$ cat config.mk
export PLATFORM = sky130hd
export DESIGN_NAME = emu_top
export DESIGN_NICKNAME = d
export VERILOG_FILES = /design/src/source/emu_cfg_pkg.sv /design/src/source/video_mode_pkg.sv /design/src/source/cfg_if.sv /design/src/source/emu_regs.sv /design/src/source/video_crop.sv /design/src/source/sd_activity.sv /design/src/source/tape_control.sv /design/src/source/emu_top.sv
export SDC_FILE = /design/constraint.sdc
export NUM_CORES = 1
export LEC_CHECK = 0
export ABC_AREA = 1
export BUFFER_PORTS_ARGS = -buffer_cell sky130_fd_sc_hd__buf_4
export CORE_ASPECT_RATIO = 0.5
export CORE_UTILIZATION = 45
export DETAILED_ROUTE_END_ITERATION = 7
export PLACE_DENSITY = 0.78
export SETUP_SLACK_MARGIN = 0.02
export SYNTH_ARGS = -nofsm -noshare
export SYNTH_HDL_FRONTEND = slang
export SYNTH_SLANG_ARGS = --single-unit
$ cat constraint.sdc
create_clock -name clk21m -period 2.7 [get_ports clk21m]
set_input_delay 0.135 -clock clk21m [delete_from_list [all_inputs] [get_ports clk21m]]
set_output_delay 0.135 -clock clk21m [all_outputs]
set_load 0.005 [all_outputs]
$ cat src/source/emu_cfg_pkg.sv
package emu_cfg_pkg;

   // APB bus widths
   typedef logic [7:0]  apb_addr_t;
   typedef logic [31:0] apb_data_t;

   // Register map, byte offsets
   typedef enum logic [7:0] {
      REG_VIDEO = 8'h00,
      REG_TAPE  = 8'h04,
      REG_ID    = 8'h08
   } reg_addr_e;

   // Bit positions inside REG_VIDEO
   localparam int VID_AR_LSB    = 0;
   localparam int VID_FX_LSB    = 2;
   localparam int VID_SCALE_LSB = 5;
   localparam int VID_CROP_BIT  = 7;

   // Bit positions inside REG_TAPE, rewind reads back as the live pulse
   localparam int TAPE_SRC_BIT  = 0;
   localparam int TAPE_REW_BIT  = 1;

   // Fixed identifier returned by REG_ID ("MSX1")
   localparam apb_data_t EMU_ID = 32'h4D53_5831;

   typedef enum logic {CAS_FILE = 1'b0, CAS_ADC = 1'b1} cas_src_e;
   typedef enum logic {TAPE_EMPTY = 1'b0, TAPE_LOADED = 1'b1} tape_state_e;

   // Download slot of a cassette image
   localparam logic [5:0] CAS_INDEX = 6'd5;

endpackage

$ cat src/source/video_mode_pkg.sv
package video_mode_pkg;

   typedef enum logic [1:0] {AR_ORIGINAL, AR_FULL, AR_CUSTOM1, AR_CUSTOM2} aspect_e;

   typedef enum logic [2:0] {
      FX_NONE, FX_HQ2X_320, FX_HQ2X_160, FX_CRT25, FX_CRT50, FX_CRT75
   } sl_fx_e;

   typedef logic [9:0]  crop_t;
   typedef logic [11:0] hdmi_dim_t;
   typedef logic [11:0] ar_t;

   // Known HDMI heights and the visible line count cropped for each
   localparam hdmi_dim_t H_480  = 12'd480;
   localparam hdmi_dim_t H_600  = 12'd600;
   localparam hdmi_dim_t H_720  = 12'd720;
   localparam hdmi_dim_t H_768  = 12'd768;
   localparam hdmi_dim_t H_800  = 12'd800;
   localparam hdmi_dim_t H_1080 = 12'd1080;
   localparam hdmi_dim_t H_1200 = 12'd1200;
   localparam hdmi_dim_t H_1440 = 12'd1440;
   localparam hdmi_dim_t H_1536 = 12'd1536;
   localparam crop_t CROP_480  = 10'd240;
   localparam crop_t CROP_600  = 10'd200;
   localparam crop_t CROP_720  = 10'd240;
   localparam crop_t CROP_768  = 10'd256;
   localparam crop_t CROP_800  = 10'd200;
   localparam crop_t CROP_1080 = 10'd216;
   localparam crop_t CROP_1200 = 10'd240;
   localparam crop_t CROP_1440 = 10'd240;
   localparam crop_t CROP_1536 = 10'd256;

   // 4:3 modes such as 1920x1440 only crop above this width
   localparam hdmi_dim_t WIDE_LIMIT_W = 12'd1440;

   localparam ar_t AR_X_NORMAL = 12'd400;
   localparam ar_t AR_X_WIDE   = 12'd340;
   localparam ar_t AR_Y_NORMAL = 12'd300;

endpackage

$ cat src/source/cfg_if.sv
`timescale 1ns/100ps

interface cfg_if import emu_cfg_pkg::*, video_mode_pkg::*; ();

   // Video fields
   aspect_e   aspect;
   sl_fx_e    sl_fx;
   logic [1:0] scale;
   logic      vcrop_en;

   // Tape fields
   cas_src_e  cas_src;
   logic      rewind_req;

   // Register block owns every field
   modport regs (output aspect, sl_fx, scale, vcrop_en, cas_src, rewind_req);

   modport video (input aspect, sl_fx, scale, vcrop_en);

   modport tape (input cas_src, rewind_req);

endinterface

$ cat src/source/emu_regs.sv
`timescale 1ns/100ps

module emu_regs import emu_cfg_pkg::*, video_mode_pkg::*; (
   input  logic      clk21m,
   input  logic      rst,
   input  logic      psel,
   input  logic      penable,
   input  logic      pwrite,
   input  apb_addr_t paddr,
   input  apb_data_t pwdata,
   output apb_data_t prdata,
   output logic      pready,
   output logic      pslverr,
   cfg_if.regs       cfg
);

   logic access;
   logic addr_ok;
   logic wr_en;

   // Access phase of an APB transfer
   assign access  = psel & penable;
   assign addr_ok = paddr inside {REG_VIDEO, REG_TAPE, REG_ID};
   assign wr_en   = access & pwrite;

   // No wait states
   assign pready = 1'b1;

   // Unmapped offset, or a write to the read-only ID
   assign pslverr = access & (~addr_ok | (pwrite & (paddr == REG_ID)));

   always_ff @(posedge clk21m) begin
      if (rst) begin
         cfg.aspect     <= AR_ORIGINAL;
         cfg.sl_fx      <= FX_NONE;
         cfg.scale      <= 2'd0;
         cfg.vcrop_en   <= 1'b0;
         cfg.cas_src    <= CAS_FILE;
         cfg.rewind_req <= 1'b0;
      end else begin
         // Rewind request is a single-cycle strobe
         cfg.rewind_req <= 1'b0;
         if (wr_en) begin
            case (paddr)
               REG_VIDEO: begin
                  cfg.aspect   <= aspect_e'(pwdata[VID_AR_LSB +: 2]);
                  cfg.sl_fx    <= sl_fx_e'(pwdata[VID_FX_LSB +: 3]);
                  cfg.scale    <= pwdata[VID_SCALE_LSB +: 2];
                  cfg.vcrop_en <= pwdata[VID_CROP_BIT];
               end
               REG_TAPE: begin
                  cfg.cas_src    <= cas_src_e'(pwdata[TAPE_SRC_BIT]);
                  cfg.rewind_req <= pwdata[TAPE_REW_BIT];
               end
               // ID and unmapped offsets ignore writes
               default: ;
            endcase
         end
      end
   end

   // Read mux, valid during the access phase
   always_comb begin
      prdata = '0;
      case (paddr)
         REG_VIDEO: begin
            prdata[VID_AR_LSB +: 2]    = cfg.aspect;
            prdata[VID_FX_LSB +: 3]    = cfg.sl_fx;
            prdata[VID_SCALE_LSB +: 2] = cfg.scale;
            prdata[VID_CROP_BIT]       = cfg.vcrop_en;
         end
         REG_TAPE: begin
            prdata[TAPE_SRC_BIT] = cfg.cas_src;
            prdata[TAPE_REW_BIT] = cfg.rewind_req;
         end
         REG_ID:  prdata = EMU_ID;
         default: prdata = '0;
      endcase
   end

endmodule

$ cat src/source/video_crop.sv
`timescale 1ns/100ps

module video_crop import video_mode_pkg::*; (
   input  logic       clk21m,
   input  logic       rst,
   input  hdmi_dim_t  hdmi_width,
   input  hdmi_dim_t  hdmi_height,
   input  logic       forced_scandoubler,
   cfg_if.video       cfg,
   output crop_t      crop_size,
   output ar_t        ar_x,
   output ar_t        ar_y,
   output logic [1:0] vga_sl,
   output logic [1:0] scale
);

   logic        scandoubler;
   logic        wide_fmt;
   logic [12:0] height_x15;
   crop_t       crop_nxt;
   logic        wide_nxt;
   logic        wide_q;

   // Any scanline effect runs through the scandoubler
   assign scandoubler = (cfg.sl_fx != FX_NONE) | forced_scandoubler;

   // Width at least 1.5 x height, one extra bit against overflow
   assign height_x15 = {1'b0, hdmi_height} + {2'b00, hdmi_height[11:1]};
   assign wide_fmt   = {1'b0, hdmi_width} >= height_x15;

   always_comb begin
      crop_nxt = '0;
      wide_nxt = 1'b0;
      if (!scandoubler) begin
         if (wide_fmt) begin
            case (hdmi_height)
               H_480:  crop_nxt = CROP_480;
               H_600: begin
                  crop_nxt = CROP_600;
                  wide_nxt = cfg.vcrop_en;
               end
               H_720:  crop_nxt = CROP_720;
               H_768:  crop_nxt = CROP_768;
               H_800: begin
                  crop_nxt = CROP_800;
                  wide_nxt = cfg.vcrop_en;
               end
               H_1080: crop_nxt = CROP_1080;
               H_1200: crop_nxt = CROP_1200;
               H_1440: crop_nxt = CROP_1440;
               H_1536: crop_nxt = CROP_1536;
               default: ;
            endcase
         end else if (hdmi_width >= WIDE_LIMIT_W) begin
            // 4:3 modes at large widths
            if (hdmi_height == H_1440) crop_nxt = CROP_1440;
            if (hdmi_height == H_1536) crop_nxt = CROP_1536;
         end
      end
   end

   always_ff @(posedge clk21m) begin
      if (rst) begin
         crop_size <= '0;
         wide_q    <= 1'b0;
      end else begin
         crop_size <= cfg.vcrop_en ? crop_nxt : '0;
         wide_q    <= wide_nxt;
      end
   end

   // Original aspect is 4:3, narrowed when the crop widens the picture
   assign ar_x = (cfg.aspect == AR_ORIGINAL) ? (wide_q ? AR_X_WIDE : AR_X_NORMAL)
                                             : ar_t'(cfg.aspect) - ar_t'(1);
   assign ar_y = (cfg.aspect == AR_ORIGINAL) ? AR_Y_NORMAL : '0;

   // CRT effects map onto scanline levels 1..3
   assign vga_sl = (cfg.sl_fx > FX_HQ2X_160) ? 2'(cfg.sl_fx - 3'd2) : 2'd0;
   assign scale  = cfg.scale;

endmodule

$ cat src/source/sd_activity.sv
`timescale 1ns/100ps

module sd_activity #(
   parameter int SD_HOLD = 1000000
) (
   input  logic        clk21m,
   input  logic        rst,
   input  logic        img_mounted,
   input  logic [31:0] img_size,
   input  logic        core_sck,
   input  logic        core_mosi,
   input  logic        vsd_miso,
   input  logic        sd_miso,
   output logic        core_miso,
   output logic        sd_cs,
   output logic        sd_sck,
   output logic        sd_mosi,
   output logic        vsd_active,
   output logic        sd_active
);

   logic        vsd_sel;
   logic        mosi_q;
   logic        miso_q;
   logic [31:0] timer;
   logic        act;

   // Virtual card takes the bus while an image is mounted
   assign sd_cs     = vsd_sel;
   assign sd_sck    = core_sck & ~vsd_sel;
   assign sd_mosi   = core_mosi & ~vsd_sel;
   assign core_miso = vsd_sel ? vsd_miso : sd_miso;

   // Previous line values for toggle detection
   always_ff @(posedge clk21m) begin
      mosi_q <= core_mosi;
      miso_q <= core_miso;
   end

   always_ff @(posedge clk21m) begin
      if (rst) begin
         vsd_sel <= 1'b0;
         timer   <= 32'(SD_HOLD);
         act     <= 1'b0;
      end else begin
         if (img_mounted)
            vsd_sel <= |img_size;
         // Saturating counter, flag stays up until it reaches the hold
         act <= 1'b0;
         if (timer < 32'(SD_HOLD)) begin
            timer <= timer + 32'd1;
            act   <= 1'b1;
         end
         // Any bus traffic restarts the hold
         if ((mosi_q ^ core_mosi) || (miso_q ^ core_miso))
            timer <= '0;
      end
   end

   // Activity goes to the LED of the card in use
   assign vsd_active = vsd_sel & act;
   assign sd_active  = ~vsd_sel & act;

endmodule

$ cat src/source/tape_control.sv
`timescale 1ns/100ps

module tape_control import emu_cfg_pkg::*; (
   input  logic       clk21m,
   input  logic       rst,
   input  logic       ioctl_download,
   input  logic [5:0] ioctl_index,
   input  logic       motor,
   input  logic       cas_file_bit,
   input  logic       adc_bit,
   input  logic       adc_valid,
   cfg_if.tape        cfg,
   output logic       play,
   output logic       rewind,
   output logic       cas_audio
);

   tape_state_e state;
   logic        cas_dl;
   logic        cas_dl_q;

   // Download into the cassette slot
   assign cas_dl = ioctl_download & (ioctl_index == CAS_INDEX);

   always_ff @(posedge clk21m) begin
      if (rst) begin
         state    <= TAPE_EMPTY;
         cas_dl_q <= 1'b0;
      end else begin
         cas_dl_q <= cas_dl;
         // End of the image download loads the tape
         if (cas_dl_q & ~cas_dl)
            state <= TAPE_LOADED;
      end
   end

   // Motor line is active low
   assign play   = (state == TAPE_LOADED) & ~motor;
   assign rewind = rst | cas_dl | cfg.rewind_req;

   // ADC bit only counts while the sampler reports a valid level
   assign cas_audio = (cfg.cas_src == CAS_FILE) ? cas_file_bit : (adc_bit & adc_valid);

endmodule

$ cat src/source/emu_top.sv
`timescale 1ns/100ps

module emu_top import emu_cfg_pkg::*, video_mode_pkg::*; #(
   parameter int SD_HOLD = 1000000
) (
   input  logic        clk21m,
   input  logic        rst,
   // APB
   input  logic        psel,
   input  logic        penable,
   input  logic        pwrite,
   input  apb_addr_t   paddr,
   input  apb_data_t   pwdata,
   output apb_data_t   prdata,
   output logic        pready,
   output logic        pslverr,
   // HDMI output sizing
   input  hdmi_dim_t   hdmi_width,
   input  hdmi_dim_t   hdmi_height,
   input  logic        forced_scandoubler,
   output crop_t       crop_size,
   output ar_t         ar_x,
   output ar_t         ar_y,
   output logic [1:0]  vga_sl,
   output logic [1:0]  scale,
   // SD card
   input  logic        img_mounted,
   input  logic [31:0] img_size,
   input  logic        core_sck,
   input  logic        core_mosi,
   input  logic        vsd_miso,
   input  logic        sd_miso,
   output logic        core_miso,
   output logic        sd_cs,
   output logic        sd_sck,
   output logic        sd_mosi,
   output logic        led_user,
   output logic [1:0]  led_disk,
   // Cassette
   input  logic        ioctl_download,
   input  logic [5:0]  ioctl_index,
   input  logic        motor,
   input  logic        cas_file_bit,
   input  logic        adc_bit,
   input  logic        adc_valid,
   output logic        play,
   output logic        rewind,
   output logic        cas_audio
);

   logic vsd_active;
   logic sd_active;

   cfg_if cfg_bus ();

   emu_regs u_regs (
      .clk21m  (clk21m),
      .rst     (rst),
      .psel    (psel),
      .penable (penable),
      .pwrite  (pwrite),
      .paddr   (paddr),
      .pwdata  (pwdata),
      .prdata  (prdata),
      .pready  (pready),
      .pslverr (pslverr),
      .cfg     (cfg_bus.regs)
   );

   video_crop u_video (
      .clk21m             (clk21m),
      .rst                (rst),
      .hdmi_width         (hdmi_width),
      .hdmi_height        (hdmi_height),
      .forced_scandoubler (forced_scandoubler),
      .cfg                (cfg_bus.video),
      .crop_size          (crop_size),
      .ar_x               (ar_x),
      .ar_y               (ar_y),
      .vga_sl             (vga_sl),
      .scale              (scale)
   );

   sd_activity #(.SD_HOLD(SD_HOLD)) u_sd (
      .clk21m      (clk21m),
      .rst         (rst),
      .img_mounted (img_mounted),
      .img_size    (img_size),
      .core_sck    (core_sck),
      .core_mosi   (core_mosi),
      .vsd_miso    (vsd_miso),
      .sd_miso     (sd_miso),
      .core_miso   (core_miso),
      .sd_cs       (sd_cs),
      .sd_sck      (sd_sck),
      .sd_mosi     (sd_mosi),
      .vsd_active  (vsd_active),
      .sd_active   (sd_active)
   );

   tape_control u_tape (
      .clk21m         (clk21m),
      .rst            (rst),
      .ioctl_download (ioctl_download),
      .ioctl_index    (ioctl_index),
      .motor          (motor),
      .cas_file_bit   (cas_file_bit),
      .adc_bit        (adc_bit),
      .adc_valid      (adc_valid),
      .cfg            (cfg_bus.tape),
      .play           (play),
      .rewind         (rewind),
      .cas_audio      (cas_audio)
   );

   // Disk LED bit 1 set so bit 0 alone controls it
   assign led_user = vsd_active;
   assign led_disk = {1'b1, sd_active};

endmodule

==> metrics, run 1 <==
run status finished, violations left; failing checks DRC; CP bufs+invs 3; Yosys top cell by area dfxtp_1; Die H ~70 µm; largest net degree at the start of global routing 19; CTS buffer count 5; worst-path cell chain buf_4 -> ha_1 -> inv_1 -> fa_1 -> inv_1 -> nand3_1 -> nand2_1 -> a21oi_1 -> xor2_1 -> ha_1 -> nand2_1 -> o21ai_0 -> nor2_1 -> nand3_1 -> nand3_1 -> nand2_1 -> nand2_1 -> o21ai_0; critical path's most frequent cell nand2_1; Die ar. ~9700 µm²; H-tree depth 2; Port Buffers between 100 and 150; total wire length a little over 10000 µm; worst hold path stage count 2; Synth Flop Type dfxtp_1; Yosys warnings 0; FMAX roughly 0.43 GHz; cell leakage power approximately 2.7 nW; GR Overflow Total 0; initial antenna violation count 0; CTS tree yes; Netlist Area Pre-Place ~4200 µm²; # setup viols final 0; CTS Sinks between 50 and 60; DR DRC count 2; Crit Path Class input port to flop; Worst setup SP type input port; async set-reset flop share out of synthesis 0; first-pass GRT wire length ~17000 µm; clock share of power 0.317; Worst-Skew Late Latency ~0.29 ns; Net Switching around 560 µW; Critical Path Slowest Stage Cell fa_1; Global Route Usage Sum 0.217; Period minus WS final between 2 and 2.5 ns; CP startpoint hdmi_height[1]; beginning of the worst hold path rst; vias in the first global route between 3000 and 4000; ratio of cells with drive above 1 in the final layout 0.217; n_diodes 0; WL/cell 12.1 µm; commonest non-fill, non-tap cell in the layout buf_4; Core ar. 8860 µm²; Critical Path RT 2.92 ns; Final Hold Fails 0; I/O Pins 200; element type at the critical path end flop; Final HPWL DP 8690 µm; Yosys top cell area share 0.258; worst hold path type input port to flop; skew final 0.00393 ns; Post-CTS Resized 0; critical path depth 18; Max Fanout on Critical Path 4; Reg clk slew, reported paths around 0.070 ns; Net count, final about 900; Detailed Routing Iterations Pass 1 6; Post-synth EDFFs 0; Seq pwr share 0.428; Starting Density 0.472; register area share after synthesis 0.258; Vias/cell around 4.8; top cells by area, synth dfxtp_1 (26%), ha_1 (12%), buf_4 (9.2%); CTS root buffer clkbuf_16; die width roughly 140 µm; reg2reg path depth 6; most frequent cells in the layout buf_4 (146), nand2_1 (99), inv_1 (95); Layout area overhead 26.3%; Slew Viols, Final 0; RSZ-0062 raised after global routing no; CP arrival approximately 2.5 ns; synthesis-stage register bit count 54; Final TNS setup 0 ns; peak supply drop approximately 0.24 mV; Max-Cap Viols 0; GPL Wtd Cong 0.928; syn_area_per_cell between 6 and 7 µm²; worst reg-to-reg setup slack 0.75 ns; P per Cell Area about 370 nW/µm²; pre-CTS WS around 0.065 ns; Comb power frac 0.255; Final Worst Setup Slack about 0.38 ns; cell count after synthesis slightly above 600; Critical R2R Launch u_sd.timer[16]; switching portion of total power 0.287; DR iter-0 viols ~230; Vias 4148; site row count 24; CTS max path bufs 2; number of library cell types mapped by synthesis 40; Top Family by Delay on Critical Path adder cells; Crit path largest cell delay ~0.40 ns; ANT nets after route 0; fin crit share 0.859; internal power between 1 and 1.5 mW
-- state kept, by name, indices dropped and copies added, names as in the netlist, 2 cells and up --
name	count
u_regs.cfg.scale	2
u_regs.cfg.aspect	2
u_sd.timer	32
u_video.crop_size	5
u_regs.cfg.sl_fx	3
-- stage by stage --
stage	hold WS, ns	std cells	total power, mW	utilization	cell area [µm²]
after floorplan	0.163	643	1.17	-	4300
after global placement	0.265	850	1.33	0.579	5130
after detailed placement	0.269	850	1.34	0.579	5130
after CTS	0.0549	858	1.96	0.596	5280
after global routing	0.0590	858	2.06	0.596	5280
final	0.0592	858	1.94	0.596	5280
-- synth_stat cells (2+ instances only) --
cell type  count
nand3_1       45
clkbuf_1       2
a21oi_1       26
nand4_1       16
nor4_1        11
nand2_1       99
xnor2_1        4
ha_1          39
buf_2          3
o21bai_1       7
o211ai_1       6
buf_4         51
inv_1         95
o21ai_0       18
a31oi_1        2
nor3_1         9
nor2_1        82
and3_1         4
o21ai_2        2
dfxtp_1       54
conb_1         2
xor2_1        18
-- final cells by class --
cell class | instances | area [µm²]
Clock buffer | 5 | 125
Clock inverter | 2 | 15.0
Fill cell | 843 | 3580
Inverter | 97 | 365
Multi-Input combinational cell | 436 | 2440
Sequential cell | 54 | 1080
Tap cell | 117 | 146
Timing Repair Buffer | 147 | 1110
-- power groups by stage --
| stage | clock [mW] | combinational [mW] | sequential (mW) |
|---|---|---|---|
| final | 0.616 | 0.495 | 0.831 |
| after global routing | 0.665 | 0.563 | 0.834 |
| after CTS | 0.629 | 0.498 | 0.831 |
| after detailed placement | 0 | 0.493 | 0.849 |
| after global placement | 0 | 0.477 | 0.848 |
| after floorplan | 0 | 0.331 | 0.844 |
-- metal layers --
| metal | share of wire | track usage | vias up |
|---|---|---|---|
| li1 | - | - | 2144 |
| met1 | 0.44 | 0.259 | 1900 |
| met2 | 0.51 | 0.411 | 91 |
| met3 | 0.040 | 0.0329 | 13 |
| met4 | 0.0090 | 0.0537 | 0 |
| met5 | 0 | 0 | - |
-- worst reg2reg max path: cells and delay by family (launching register included) --
kind	cells	cell delay, ns
simple gates	4	1.16
buf+inv	1	0.07
compound gates	1	0.24
flops	1	0.40
-- cells by family (layout without fill, tap and decap cells) --
logic type,count (synthesis),after routing,synth area share
flops,54,54,0.258
buf+inv,153,251,0.184
simple gates,271,271,0.286
compound gates,71,71,0.102
other cells,2,32,0.00180
fa+ha+maj,40,40,0.121
xor+xnor,22,22,0.0461
-- timing repair --
item                                    in CTS  in global routing
hold endpoints to repair                     1                  0
endpoints found under the setup margin       0                  0
buffers inserted                             0                  0
hold buffers                                 1                  0
-- final timing paths --
path / to
worst max register to register: u_sd.timer[19]
worst max-delay path: u_video.crop_size[4]
worst min-delay path: u_tape.state
worst min register to register: u_sd.timer[26]
Note: power is estimated with default switching activity, not from simulation.
==> run 2, diff against run 1 <==
- CORE_UTILIZATION: 45 -> 47
- PLACE_DENSITY: 0.78 -> 0.81
==> metrics, run 2 (synthesis results as in run 1) <==
# setup viols final 0 (unchanged); Net count, final 900 (+0.11%); Most flops, register u_sd.timer; worst-path cell chain buf_4 -> ha_1 -> inv_1 -> fa_1 -> inv_1 -> nand3_1 -> nand2_1 -> a21oi_1 -> nor2_1 -> nor2_1 -> xor2_1 -> ha_1 -> a21oi_1 -> nor2_1 -> o21bai_1 -> nand3_1 -> nand2_1 -> o21ai_0; Final TNS setup 0 ns (unchanged); element type at the critical path end flop; first-pass GRT wire length 16900 µm (-2.9%); Period minus WS final 2.37 ns (+0.0524 ns); DR iter-0 viols 256 (+13%); Port Buffers 143 (unchanged); I/O Pins 200 (unchanged); Slew Viols, Final 0 (unchanged); CTS tree yes; dpl cells 846 (-0.47%); Global Route Usage Sum 0.232 (+0.0148); Crit Path Class input port to flop; P per Cell Area 390 nW/µm² (+6.0%); Critical R2R Launch u_sd.timer[31]; Critical Path RT 2.89 ns (-0.03 ns); RSZ-0062 raised after global routing no; Max Fanout on Critical Path 4 (unchanged); H-tree depth 2 (unchanged); largest net degree at the start of global routing 19 (unchanged); hold_buf cts 1 (unchanged); ANT nets after route 0 (unchanged); site row count 23 (-4.2%); GR Overflow Total 0 (unchanged); Starting Density 0.503 (+0.0308); Vias/cell 4.84 (+0.18%); Design Power 2.07 mW (+6.7%); Die H 68.7 µm (-2.1%); Crit path largest cell delay 0.39 ns (about the same); commonest non-fill, non-tap cell in the layout buf_4; Vias 4141 (-0.17%); Final HPWL DP 8660 µm (-0.33%); max FFs per register 32 (unchanged); worst slew pin tran about 0.55 ns; DP Area 5130 µm² (about the same); CTS buffer count 5 (unchanged); fin crit share 0.878 (+0.0194); CP startpoint hdmi_height[1]; Slew headroom 0.632; Layout area overhead 27.1%; Critical Path Slowest Stage Cell fa_1; most frequent cells in the layout buf_4 (147), nand2_1 (99), inv_1 (95); pre-CTS WS 0.0346 ns (-0.0306 ns); peak supply drop 0.235 mV (-1.6%); Worst setup SP type input port; skew final 0.00432 ns (+0.000390 ns); Core ar. 8320 µm² (-6.1%); critical path's most frequent cell nor2_1; Post-CTS Resized 0 (unchanged); CTS Sinks 54 (unchanged); Largest regs u_sd.timer (32), u_video.crop_size (5), u_regs.cfg.sl_fx (3); CP bufs+invs 3 (unchanged); initial antenna violation count 0 (unchanged); Filler Cell Count 768 (-8.9%); FMAX 0.422 GHz (-2.2%); ratio of cells with drive above 1 in the final layout 0.219 (+0.00211); Post-Layout Cell Count 855 (-0.35%); CTS root buffer clkbuf_16; DR DRC count 0 (-2); Reg clk slew, reported paths 0.07 ns (about the same); Top Family by Delay on Critical Path adder cells; total wire length 10400 µm (+0.22%); CP arrival 2.56 ns (+0.02 ns); Die ar. 9300 µm² (-4.2%); Max-Cap Viols 0 (unchanged); Final Worst Setup Slack 0.329 ns (-0.0524 ns); GPL Wtd Cong 0.939 (+1.2%); beginning of the worst hold path rst; Detailed Routing Iterations Pass 1 4 (-2); worst hold path type input port to flop; vias in the first global route 3769 (-3.5%); run status completed; n_diodes 0 (unchanged); WL/cell 12.2 µm (+0.57%); post-route cell area 5320 µm² (+0.64%); CTS max path bufs 2 (unchanged); cell leakage power 2.69 nW (+1.1%); Final Hold Fails 0 (unchanged); Post-CTS Setup Bufs 0 (unchanged); die width 135 µm (-2.1%); Worst-Skew Late Latency 0.30 ns (about the same)
==> run 2: final cells by class <==
class	instances	area [µm²]	share of cell area
Clock buffer	5	125	0.0235
Timing Repair Buffer	148	1110	0.209
Multi-Input combinational cell	436	2440	0.460
Clock inverter	3	47.5	0.00894
Inverter	97	365	0.0687
Tap cell	112	140	0.0264
Sequential cell	54	1080	0.203
==> run 2: per-stage QoR <==
stage | utilization | hold slack, ns
global placement | 0.617 | 0.274
CTS | 0.639 | 0.0632
detailed placement | 0.617 | 0.273
global route | 0.639 | 0.0684
floorplan | - | 0.163
finish | 0.639 | 0.0601
==> run 2: final timing paths <==
path                          end  slack, ns  depth (start not counted)
min reg2reg        u_sd.timer[27]       0.43                          2
min                  u_tape.state       0.06                          2
max          u_video.crop_size[4]       0.33                         18
max reg2reg         u_sd.timer[2]       0.78                          7
==> run 2: power breakdown <==
part / switching [mW] / total [mW] / internal [mW]
registers: 0.0181 / 0.831 / 0.813
logic: 0.262 / 0.497 / 0.235
clock network: 0.300 / 0.744 / 0.444
total: 0.580 / 2.07 / 1.49
==> run 2: metal layers <==
layer	track usage	wire length, µm	up-vias
met5	0	0	-
met4	0.0674	152	0
met3	0.0395	461	18
met2	0.422	4980	104
met1	0.288	4810	1869
li1	-	-	2150
==> run 2: worst register-to-register path, delay by kind of cell (launching register included) <==
kind / cells / cell delay, ns
AND/OR/NAND/NOR: 4 / 0.63
AO/OA/AOI/OAI: 1 / 0.51
buffers and inverters: 2 / 0.35
flip-flops: 1 / 0.31
